### config.mk
export PLATFORM = sky130hd
export DESIGN_NAME = ship_laser_top
export DESIGN_NICKNAME = d
export VERILOG_FILES = /design/src/invader_pkg.sv /design/src/ship_controls.sv /design/src/target_hit.sv /design/src/laser_track.sv /design/src/pixel_render.sv /design/src/ship_laser_top.sv
export SDC_FILE = /design/constraint.sdc
export NUM_CORES = 1
export LEC_CHECK = 0
export BUFFER_PORTS_ARGS = -buffer_cell sky130_fd_sc_hd__buf_2
export CORE_ASPECT_RATIO = 0.6
export CORE_MARGIN = 1
export CORE_UTILIZATION = 26
export CTS_BUF_LIST = sky130_fd_sc_hd__clkbuf_4 sky130_fd_sc_hd__clkbuf_8
export CTS_CLUSTER_SIZE = 40
export DETAILED_ROUTE_END_ITERATION = 16
export GPL_ROUTABILITY_DRIVEN = 0
export PLACE_DENSITY = 0.55
export SLEW_MARGIN = 20
export SYNTH_ARGS = -nofsm -noshare
export SYNTH_HDL_FRONTEND = slang
export SYNTH_HIERARCHICAL = 1
export SYNTH_SLANG_ARGS = --single-unit
### constraint.sdc
create_clock -name clk -period 6.9 [get_ports clk]
set_input_delay 0.69 -clock clk [delete_from_list [all_inputs] [get_ports clk]]
set_output_delay 0.69 -clock clk [all_outputs]
set_load 0.005 [all_outputs]
### src/invader_pkg.sv
`default_nettype none

package invader_pkg;

	//////////////////////////////////////////////////
	// Scalar types
	//////////////////////////////////////////////////

	// Screen coordinate, wide enough for 640x480 and margin
	typedef logic [10:0] coord_t;
	// Colour byte, blue | green | red
	typedef logic [7:0] rgb_t;
	typedef logic [1:0] game_mode_t;

	// Game modes, only play moves anything
	localparam game_mode_t MODE_IDLE_0 = 2'd0;
	localparam game_mode_t MODE_IDLE_1 = 2'd1;
	localparam game_mode_t MODE_PLAY   = 2'd2;
	localparam game_mode_t MODE_IDLE_3 = 2'd3;

	//////////////////////////////////////////////////
	// Geometry
	//////////////////////////////////////////////////

	// Screen edges and scoreboard band
	localparam coord_t SCREEN_LEFT       = 11'd0;
	localparam coord_t SCREEN_RIGHT      = 11'd640;
	localparam coord_t SCOREBOARD_BOTTOM = 11'd40;

	// Ship sits on a fixed row
	localparam coord_t SHIP_TOP     = 11'd420;
	localparam coord_t SHIP_BOTTOM  = 11'd430;
	localparam coord_t SHIP_LENGTH  = 11'd40;
	localparam coord_t SHIP_START_X = 11'd320;

	// Shot spawns just above the ship
	localparam coord_t LASER_HEIGHT  = 11'd10;
	localparam coord_t LASER_LENGTH  = 11'd3;
	localparam coord_t LASER_START_Y = 11'd417;

	// Target sprite sizes
	localparam coord_t SAUCER_HEIGHT = 11'd15;
	localparam coord_t SAUCER_LENGTH = 11'd40;
	localparam coord_t ALIEN_HEIGHT  = 11'd16;
	localparam coord_t ALIEN_LENGTH  = 11'd30;

	// One pixel per frame for ship and shot
	localparam coord_t STEP       = 11'd1;
	localparam int     NUM_ALIENS = 8;

	localparam rgb_t COLOR_SHIP  = 8'h78;
	localparam rgb_t COLOR_LASER = 8'hFF;

	//////////////////////////////////////////////////
	// Shared structs
	//////////////////////////////////////////////////

	typedef struct packed {
		coord_t x;
		coord_t y;
	} pixel_pos_t;

	typedef struct packed {
		logic left;
		logic right;
		logic shoot;
	} ship_cmd_t;

	typedef struct packed {
		pixel_pos_t                   saucer;
		pixel_pos_t [NUM_ALIENS-1:0]  aliens;
	} target_set_t;

	typedef struct packed {
		logic on;
		rgb_t rgb;
	} sprite_pix_t;

endpackage

`default_nettype wire

### src/ship_controls.sv
`timescale 1ns/1ps
`default_nettype none

module ship_controls (
	input  wire                          clk,
	input  wire                          reset,
	input  wire                          restart,
	input  wire invader_pkg::game_mode_t mode,
	input  wire invader_pkg::ship_cmd_t  buttons,
	input  wire invader_pkg::pixel_pos_t scan_pos,
	output logic                         frame_tick,
	output logic                         play_clear,
	output invader_pkg::coord_t          ship_x,
	output logic                         shoot_req
);

	import invader_pkg::*;

	// Travel limits for the ship centre
	localparam coord_t X_MIN = SCREEN_LEFT + SHIP_LENGTH / 2;
	localparam coord_t X_MAX = SCREEN_RIGHT - SHIP_LENGTH / 2;

	logic scan_origin;
	logic in_play;

	//////////////////////////////////////////////////
	// Mode and frame decode
	//////////////////////////////////////////////////

	assign scan_origin = (scan_pos.x == '0) && (scan_pos.y == '0);
	assign in_play     = (mode == MODE_PLAY);

	// One tick per frame, at the top left pixel
	assign frame_tick = scan_origin && in_play;

	// Idle modes and restart hold everything at its start position
	assign play_clear = reset || restart || !in_play;

	assign shoot_req = frame_tick && buttons.shoot;

	//////////////////////////////////////////////////
	// Ship position
	//////////////////////////////////////////////////

	always_ff @(posedge clk) begin
		if (play_clear) begin
			ship_x <= SHIP_START_X;
		end else if (frame_tick) begin
			// Right button has priority when both are held
			if (buttons.right) begin
				if (ship_x < X_MAX) begin
					ship_x <= ship_x + STEP;
				end
			end else if (buttons.left && ship_x > X_MIN) begin
				ship_x <= ship_x - STEP;
			end
		end
	end

endmodule

`default_nettype wire

### src/target_hit.sv
`timescale 1ns/1ps
`default_nettype none

module target_hit (
	input  wire invader_pkg::pixel_pos_t  laser_pos,
	input  wire                           laser_active,
	input  wire invader_pkg::target_set_t targets,
	output logic                          hit
);

	import invader_pkg::*;

	// Ceiling is the bottom of the scoreboard band
	localparam coord_t CEILING_Y = SCOREBOARD_BOTTOM + LASER_HEIGHT / 2 + STEP;

	logic ceiling_hit;
	logic saucer_hit;
	logic alien_hit;

	// Shot has reached the lower edge of a target and lies across its width.
	// Written as x + half >= tx so a target near x 0 does not wrap
	function automatic logic in_box(pixel_pos_t shot, pixel_pos_t tgt,
			coord_t half_len, coord_t half_ht);
		logic below_ok;
		logic x_ok;
		below_ok = (shot.y <= tgt.y + half_ht + STEP);
		x_ok     = (shot.x + half_len >= tgt.x) && (shot.x <= tgt.x + half_len);
		return below_ok && x_ok;
	endfunction

	assign ceiling_hit = (laser_pos.y <= CEILING_Y);

	assign saucer_hit = in_box(laser_pos, targets.saucer,
		SAUCER_LENGTH / 2, SAUCER_HEIGHT / 2);

	always_comb begin
		alien_hit = 1'b0;
		for (int i = 0; i < NUM_ALIENS; i++) begin
			if (in_box(laser_pos, targets.aliens[i], ALIEN_LENGTH / 2, ALIEN_HEIGHT / 2)) begin
				alien_hit = 1'b1;
			end
		end
	end

	// Only a shot in flight can hit anything
	assign hit = laser_active && (ceiling_hit || saucer_hit || alien_hit);

endmodule

`default_nettype wire

### src/laser_track.sv
`timescale 1ns/1ps
`default_nettype none

module laser_track (
	input  wire                          clk,
	input  wire                          play_clear,
	input  wire                          frame_tick,
	input  wire                          shoot_req,
	input  wire invader_pkg::coord_t     ship_x,
	input  wire                          hit,
	output invader_pkg::pixel_pos_t      laser_pos,
	output logic                         laser_active
);

	import invader_pkg::*;

	// Where a new or retired shot sits, on top of the ship
	pixel_pos_t dock_pos;

	assign dock_pos.x = ship_x;
	assign dock_pos.y = LASER_START_Y;

	//////////////////////////////////////////////////
	// Shot state
	//////////////////////////////////////////////////

	always_ff @(posedge clk) begin
		if (play_clear) begin
			// Ship is recentred on the same edge
			laser_active <= 1'b0;
			laser_pos.x  <= SHIP_START_X;
			laser_pos.y  <= LASER_START_Y;
		end else if (frame_tick) begin
			if (!laser_active) begin
				// Launch from the current ship column
				if (shoot_req) begin
					laser_active <= 1'b1;
					laser_pos    <= dock_pos;
				end
			end else if (hit) begin
				// Retire and go back to the ship
				laser_active <= 1'b0;
				laser_pos    <= dock_pos;
			end else begin
				// Climb one pixel, column stays fixed
				laser_pos.y <= laser_pos.y - STEP;
			end
		end
	end

endmodule

`default_nettype wire

### src/pixel_render.sv
`timescale 1ns/1ps
`default_nettype none

module pixel_render (
	input  wire                          clk,
	input  wire                          reset,
	input  wire invader_pkg::pixel_pos_t scan_pos,
	input  wire invader_pkg::coord_t     ship_x,
	input  wire invader_pkg::pixel_pos_t laser_pos,
	input  wire                          laser_active,
	output invader_pkg::sprite_pix_t     ship_pix,
	output invader_pkg::sprite_pix_t     laser_pix
);

	import invader_pkg::*;

	localparam coord_t SHIP_HALF_X  = SHIP_LENGTH / 2;
	localparam coord_t LASER_HALF_X = LASER_LENGTH / 2;
	localparam coord_t LASER_HALF_Y = LASER_HEIGHT / 2;

	logic ship_on;
	logic laser_on;

	//////////////////////////////////////////////////
	// Coverage of the current scan pixel
	//////////////////////////////////////////////////

	// Ship box, fixed rows
	assign ship_on = (scan_pos.y >= SHIP_TOP) && (scan_pos.y <= SHIP_BOTTOM)
		&& (scan_pos.x + SHIP_HALF_X >= ship_x)
		&& (scan_pos.x <= ship_x + SHIP_HALF_X);

	// Shot box around its centre, drawn only in flight
	assign laser_on = laser_active
		&& (scan_pos.y + LASER_HALF_Y >= laser_pos.y)
		&& (scan_pos.y <= laser_pos.y + LASER_HALF_Y)
		&& (scan_pos.x + LASER_HALF_X >= laser_pos.x)
		&& (scan_pos.x <= laser_pos.x + LASER_HALF_X);

	//////////////////////////////////////////////////
	// Output register
	//////////////////////////////////////////////////

	always_ff @(posedge clk) begin
		if (reset) begin
			ship_pix  <= '0;
			laser_pix <= '0;
		end else begin
			ship_pix.on   <= ship_on;
			ship_pix.rgb  <= ship_on ? COLOR_SHIP : '0;
			laser_pix.on  <= laser_on;
			laser_pix.rgb <= laser_on ? COLOR_LASER : '0;
		end
	end

endmodule

`default_nettype wire

### src/ship_laser_top.sv
`timescale 1ns/1ps
`default_nettype none

module ship_laser_top (
	input  wire                           clk,
	input  wire                           reset,
	input  wire                           restart,
	input  wire invader_pkg::game_mode_t  mode,
	input  wire invader_pkg::ship_cmd_t   buttons,
	input  wire invader_pkg::pixel_pos_t  scan_pos,
	input  wire invader_pkg::target_set_t targets,
	output invader_pkg::sprite_pix_t      ship_pix,
	output invader_pkg::sprite_pix_t      laser_pix,
	output invader_pkg::pixel_pos_t       laser_pos
);

	import invader_pkg::*;

	logic   frame_tick;
	logic   play_clear;
	logic   shoot_req;
	coord_t ship_x;
	logic   laser_active;
	logic   hit;

	//////////////////////////////////////////////////
	// Decode and ship
	//////////////////////////////////////////////////

	ship_controls ship_controls_i (
		.clk        (clk),
		.reset      (reset),
		.restart    (restart),
		.mode       (mode),
		.buttons    (buttons),
		.scan_pos   (scan_pos),
		.frame_tick (frame_tick),
		.play_clear (play_clear),
		.ship_x     (ship_x),
		.shoot_req  (shoot_req)
	);

	//////////////////////////////////////////////////
	// Shot and collisions
	//////////////////////////////////////////////////

	laser_track laser_track_i (
		.clk          (clk),
		.play_clear   (play_clear),
		.frame_tick   (frame_tick),
		.shoot_req    (shoot_req),
		.ship_x       (ship_x),
		.hit          (hit),
		.laser_pos    (laser_pos),
		.laser_active (laser_active)
	);

	target_hit target_hit_i (
		.laser_pos    (laser_pos),
		.laser_active (laser_active),
		.targets      (targets),
		.hit          (hit)
	);

	// Pixel output stage
	pixel_render pixel_render_i (
		.clk          (clk),
		.reset        (reset),
		.scan_pos     (scan_pos),
		.ship_x       (ship_x),
		.laser_pos    (laser_pos),
		.laser_active (laser_active),
		.ship_pix     (ship_pix),
		.laser_pix    (laser_pix)
	);

endmodule

`default_nettype wire

==> impl_metrics.toml, run 1 <==
[run_status]
status = "complete, no violations"

[setup_path]
critPathArrivalTime_ns = 5.97
cp_num_buf_inv = 1
worstPathMaxFanout = 13
rr_startpoint = "laser_track_i/laser_pos[11]"
crit_path_cell_trace = "inv_1, ha_1, o21ai_0, and2_1, nand2_1, xnor2_1, ha_1, a211oi_1, a21oi_1, o311ai_0, o311ai_1, o41a_1, mux2i_1, o21ai_0, a21oi_1"
worst_setup_path_end_kind = "flip-flop"
reg2reg_slack_ns = 1.15
worst_path_largest_cell_delay_ns = 0.95
required_ns = 7.13
crit_family = "compound AO/OA/AOI/OAI gates"
r2r_cells = 15
critPathLaunchType = "flip-flop"
reg2reg_to = "laser_track_i/laser_pos[11]"
path_class = "flip-flop to flip-flop"
cpMaxStageDelayCell = "xnor2_1"

[floorplanning]
dieHeight_um = 183
coreArea_sq_um = 53200
die_x_um = 303
die_area_sq_um = 55500
start_util_pct = 26.6
io_pins = 268
rows = 65

[layout]
syn_to_final_growth_pct = 16.3
fin_util_pct = 31.0
n_fill_cell = 5749
layout.cells.non_filler = 2820
nNetsFinal = 2737
layout-drive-gt1-share_pct = 15.5

[hold_path]
hold_depth = 2
holdPathEnd = "laser_track_i/laser_pos[15]"
holdCritPathClass = "flip-flop to flip-flop"
min_from = "laser_track_i/laser_pos[15]"

[clock_tree]
cts_max_level = 2
cts_num_sinks = 36
cts_buffer_depth = 2
post_cts_buffers = 0
cts_tree = "done"
cts.repair.resized = 0
cts_root_buffer = "clkbuf_8"
insertion_delay_ns = 0.33
cts_buffers = 5
ctsHoldBuffers = 0
path_clk_slew_ns = 0.08

[timing]
finalCriticalPeriod_ns = 5.75
final_hold_viol_count = 0
worstMarginPinSlew_ns = 1.18
fmax_mhz = 174
setup_viol = 0
fin_tns_setup_ns = 0
drv_slew = 0
rsz0062_at_grt = "false"
skew_ns = 0.0328
slew_headroom_pct = 21.0
fin_crit_sh_pct = 83.3
whs_ns = 0.485
worst_slack_ns = 1.15

[logic_synthesis]
synth_top_family_by_area = "adder cells"
ys_warn_count = 6
yosys-top-cells-count = "ha_1 (398), inv_1 (190), xnor2_1 (166)"
avgSynthCellArea_sq_um = 7.69
synthSimpleGateAreaFrac_pct = 19.3
ys_types = 77
synth_edf_count = 0
synthAdderAreaFrac_pct = 35.3
yosysTopAreaCell = "ha_1"
synthFlopType = "dfxtp_1"
synth_xor_xnor_area_share_pct = 14.2
synth_mux_area_share_pct = 0.936
synth-compound-area-share_pct = 18.8
syn_inst = 1843
synthTopCellsByArea = "ha_1 (35%), xnor2_1 (10%), dfxtp_1 (5.1%)"
ys_seq_area_share_pct = 5.09
synth_top_area_share_pct = 35.1
ys_ff_latch = 36
synth_most_common_cell = "ha_1"
synth_area_sq_um = 14200
async_flop_share_pct = 0

[power]
p_comb_share_pct = 61.7
p_int_mw = 0.544
powerDensity_nw_per_um2 = 59.6
switchingPower_mw = 0.438
switching_share_pct = 44.6
pwr-share-clk_pct = 17.2
p_leak_nw = 7.96
irDropWorstVdd_v = 0.0000842
p_seq_share_pct = 21.1

[place]
dp_hpwl_um = 43200
place_inst = 2806
pre_cts_slack_ns = 1.46
numPortBuffers = 263

[global_routing]
antenna_found_initial = 15
grt_pass1_wl_um = 79200
grt_pass1_vias = 14100
grt_usage_pct = 18.3
overflow = 0
grt_max_degree = 29

[route]
dr.pass1.iters = 6
wl_um = 52700
drc = 0
viasPerCell = 5.22
via_count = 14700
drtAntennaViolNets = 0
drt_iter0_drc = 928
wire_per_inst_um = 18.7

[job]
drv_cap = 0
## power groups by stage
| stage | logic [mW] | clock network, mW | registers (mW) |
|---|---|---|---|
| after floorplan | 0.375 | 0 | 0.212 |
| after detailed placement | 0.597 | 0 | 0.212 |
| after global routing | 0.678 | 0.186 | 0.208 |
| after global placement | 0.576 | 0 | 0.212 |
| final | 0.605 | 0.169 | 0.208 |
| after CTS | 0.601 | 0.175 | 0.208 |
## stage by stage
| stage | power [mW] | instance area (sq um) |
|---|---|---|
| after floorplan | 0.588 | 14200 |
| after detailed placement | 0.810 | 16400 |
| after global placement | 0.788 | 16400 |
| after global routing | 1.07 | 16500 |
| final | 0.982 | 16500 |
| after CTS | 0.984 | 16500 |
## cell usage in the layout, fill, tap and decap left out, drive strengths merged, types with 7 or more instances in the layout
master	instances
mux2i	11
nor2	106
a21o	43
xor2	64
nand3	70
xnor2	166
a2111oi	13
dfxtp	36
o21a	10
o2111ai	15
nor3	47
o211ai	7
nand2b	21
nand2	117
nor2b	26
buf	287
or4	8
nand3b	7
a21oi	132
and3	26
o21ai	92
a221oi	10
nand4	76
inv	191
ha	398
a31oi	9
nor4	13
a211oi	32
## cell type report
| cell class | instances | area [sq um] | area share, % |
|---|---|---|---|
| multi-input combinational | 1589 | 12600 | 76.2 |
| timing repair buffer | 287 | 1500 | 9.08 |
| tap | 703 | 880 | 5.34 |
| sequential | 36 | 721 | 4.37 |
| inverter | 191 | 717 | 4.35 |
| clock buffer | 5 | 68.8 | 0.418 |
| clock inverter | 3 | 23.8 | 0.144 |
| antenna | 6 | 15.0 | 0.0911 |
## worst max-delay path by stage
| stage | slack [ns] | end | cells past startpoint | startpoint |
|---|---|---|---|---|
| finish | 1.15 | laser_track_i/laser_pos[11] | 15 | laser_track_i/laser_pos[11] |
| global route | 0.77 | laser_track_i/laser_pos[10] | 15 | laser_track_i/laser_pos[11] |
| detailed placement | 1.46 | laser_track_i/laser_pos[9] | 15 | laser_track_i/laser_pos[11] |
| floorplan | 2.52 | laser_track_i/laser_pos[17] | 18 | laser_track_i/laser_pos[11] |
| global placement | 1.71 | laser_track_i/laser_pos[16] | 15 | laser_track_i/laser_pos[11] |
| CTS | 1.41 | laser_track_i/laser_pos[9] | 15 | laser_track_i/laser_pos[11] |
## cell families (layout without fill, tap and decap cells)
family          Yosys count  count (layout)
compound gates          408             408
xor+xnor                230             230
fa+ha+maj               399             399
buf+inv                 221             486
flops                    36              36
mux                      13              13
other cells               1              10
simple gates            535             535
## worst reg2reg max path, delay by kind of cell, from the launching register on
kind,cells,cell delay (ns)
simple gates,2,0.33
flops,1,0.33
fa+ha+maj,2,0.79
mux,1,0.72
compound gates,8,2.26
buf+inv,1,0.31
xor+xnor,1,0.95
## metal layers
layer  vias to the layer above  GRT usage (%)  share of wire [%]
li1                       7249              -                  -
met1                      6980           26.9                 51
met2                       443           28.4                 43
met3                        49           2.59                5.5
met4                         6           2.40                1.2
met5                         -              0              0.065
## registers in the layout, summed over array words and instances (netlist names)
name and cells:
laser_track_i/laser_active 1, laser_track_i/laser_pos 22, ship_controls_i/ship_x 11, pixel_render_i/ship_pix 1, pixel_render_i/laser_pix 1
Power figures use the tool's default switching activity.
==> inputs of run 2 (changes only) <==
==> constraint.sdc (replaced) <==
create_clock -name clk -period 5.94 [get_ports clk]
set_input_delay 0.594 -clock clk [delete_from_list [all_inputs] [get_ports clk]]
set_output_delay 0.594 -clock clk [all_outputs]
set_load 0.005 [all_outputs]
==> run 2 against run 1 <==
Final area increased by 0.37%. Worst hold slack better by 0.11 ns. Die area did not move. Register-to-register slack worse by 0.30 ns. Maximum frequency is 13% higher. Global-route usage is 0.054 points lower. Combinational power rose by 17%. Clock-buffer cell count stayed put. Setup slack got worse by 0.30 ns. Critical path type unchanged. Largest power group unchanged.
==> impl_metrics.toml, run 2 (synthesis gave the netlist of run 1 again) <==
[run_status]
status = "complete, no violations"

[setup_path]
crit_path_cell_trace = "buf_4, o41ai_1, nor2_1, xor2_1, ha_1, o21ai_0, a221oi_1, a221o_1, o221ai_1, nand4_1, o41a_1, mux2i_1, o21ai_0, a21oi_1"
worst_setup_path_end_kind = "flip-flop"
path_class = "flip-flop to flip-flop"
r2r_cells = 14
cpMaxStageDelayCell = "xor2_1"
critPathLaunchType = "flip-flop"
critPathArrivalTime_ns = 5.31
worstPathMaxFanout = 21
cpMostUsedCell = "o21ai_0"
required_ns = 6.16
worst_path_largest_cell_delay_ns = 0.79

[hold_path]
holdCritPathClass = "input pin to flip-flop"
hold_depth = 3

[layout]
nNetsFinal = 2744
layout-drive-gt1-share_pct = 15.7
final_cell_mix = "ha_1 (398), buf_2 (263), inv_1 (190)"
final_cell_area_sq_um = 16500
reg_top3 = "laser_track_i/laser_pos x22, ship_controls_i/ship_x x11"
final_common_cell = "ha_1"
top_register = "laser_track_i/laser_pos"
largest_reg_flops = 22
syn_to_final_growth_pct = 16.7
layout.cells.non_filler = 2826

[power]
irDropWorstVdd_v = 0.0000778
switching_share_pct = 42.7
p_leak_nw = 7.99
p_comb_share_pct = 60.0
pwr-share-clk_pct = 19.5
p_seq_share_pct = 20.5
switchingPower_mw = 0.502
p_int_mw = 0.674
powerDensity_nw_per_um2 = 71.1

[floorplanning]
die_area_sq_um = 55500
coreArea_sq_um = 53200
rows = 65
start_util_pct = 26.6
dieHeight_um = 183
die_x_um = 303
io_pins = 268

[route]
m1WireLength_um = 26200
drt_iter0_drc = 933
viasPerCell = 5.21
routed-wl-met3_um = 2920
top_layer = "met5"
dr.pass1.iters = 5
via_count = 14700
wl_um = 52200
drc = 0
wire_per_inst_um = 18.5
wl_met2_um = 22500
drtAntennaViolNets = 0

[clock_tree]
cts_tree = "done"
ctsHoldBuffers = 0
path_clk_slew_ns = 0.09
cts_root_buffer = "clkbuf_8"
post_cts_buffers = 0
cts_max_level = 2
insertion_delay_ns = 0.30
cts_num_sinks = 36
cts_buffers = 5
cts.repair.resized = 0
cts_buffer_depth = 2

[global_routing]
grt_pass1_vias = 14100
overflow = 0
grt_max_degree = 29
antenna_found_initial = 15
grt_pass1_wl_um = 79500
grt_usage_pct = 18.2

[place]
place_inst = 2813
dpl-instance-area_sq_um = 16400
numPortBuffers = 263
dp_hpwl_um = 43200

[job]
drv_cap = 0

[timing]
drv_slew = 0
fmax_mhz = 197
setup_viol = 0
fin_crit_sh_pct = 85.6
skew_ns = 0.0129
final_hold_viol_count = 0
rsz0062_at_grt = "false"
slew_headroom_pct = 31.1
fin_tns_setup_ns = 0
worstMarginPinSlew_ns = 1.03
finalCriticalPeriod_ns = 5.08
[run 2: changes by cell type in the layout (fill, tap and decap cells not counted), sizes merged]
| cell | previous run | this run |
|---|---|---|
| clkinvlp | 2 | 1 |
| buf | 287 | 294 |
| bufinv | 0 | 1 |
| diode | 6 | 5 |
[run 2: final timing paths]
check	startpoint	endpoint	slack [ns]
setup / recovery	laser_track_i/laser_pos[13]	laser_track_i/laser_pos[20]	0.86
hold / removal	restart	ship_controls_i/ship_x[6]	0.59
setup reg to reg	laser_track_i/laser_pos[13]	laser_track_i/laser_pos[20]	0.86
hold reg to reg	ship_controls_i/ship_x[10]	ship_controls_i/ship_x[10]	0.60
[run 2: layout make-up]
type | count | area (sq um)
Antenna cell | 5 | 12.5
Fill cell | 5714 | 36600
Clock inverter | 3 | 42.5
Tap cell | 703 | 880
Sequential cell | 36 | 721
Timing Repair Buffer | 294 | 1550
Clock buffer | 5 | 68.8
Multi-Input combinational cell | 1589 | 12600
Inverter | 191 | 717
[run 2: per-stage QoR]
stage / hold WS [ns] / total power [mW] / utilization [%] / setup WS, ns
CTS: 0.588 / 1.18 / 31.1 / 0.977
global route: 0.606 / 1.28 / 31.1 / 0.371
floorplan: 0.484 / 0.683 / - / 1.56
finish: 0.594 / 1.18 / 31.1 / 0.855
global placement: 0.558 / 0.918 / 30.9 / 1.13
detailed placement: 0.575 / 0.944 / 30.9 / 1.04
[run 2: per-layer routing]
layer	vias to the layer above	GRT usage (%)
met1	6940	26.8
li1	7267	-
met3	51	2.25
met5	-	0
met2	445	28.8
met4	8	2.10
[run 2: critical path, delay by kind of cell (launching register included)]
family                     cells  cell delay, ns
AOI/OAI and AO/OA              8            2.20
xor gates and xnor gates       1            0.79
muxes                          1            0.72
adders and majority gates      1            0.38
and+or+nand+nor                2            0.35
DFF                            1            0.32
buffers and inverters          1            0.24
[run 2: power groups by stage]
stage                     logic (mW)  clock network, mW  registers [mW]
after global placement         0.671                  0           0.247
final                          0.705              0.230           0.241
after detailed placement       0.697                  0           0.247
after global routing           0.792              0.247           0.241
after floorplan                0.436                  0           0.247
after CTS                      0.702              0.236           0.241
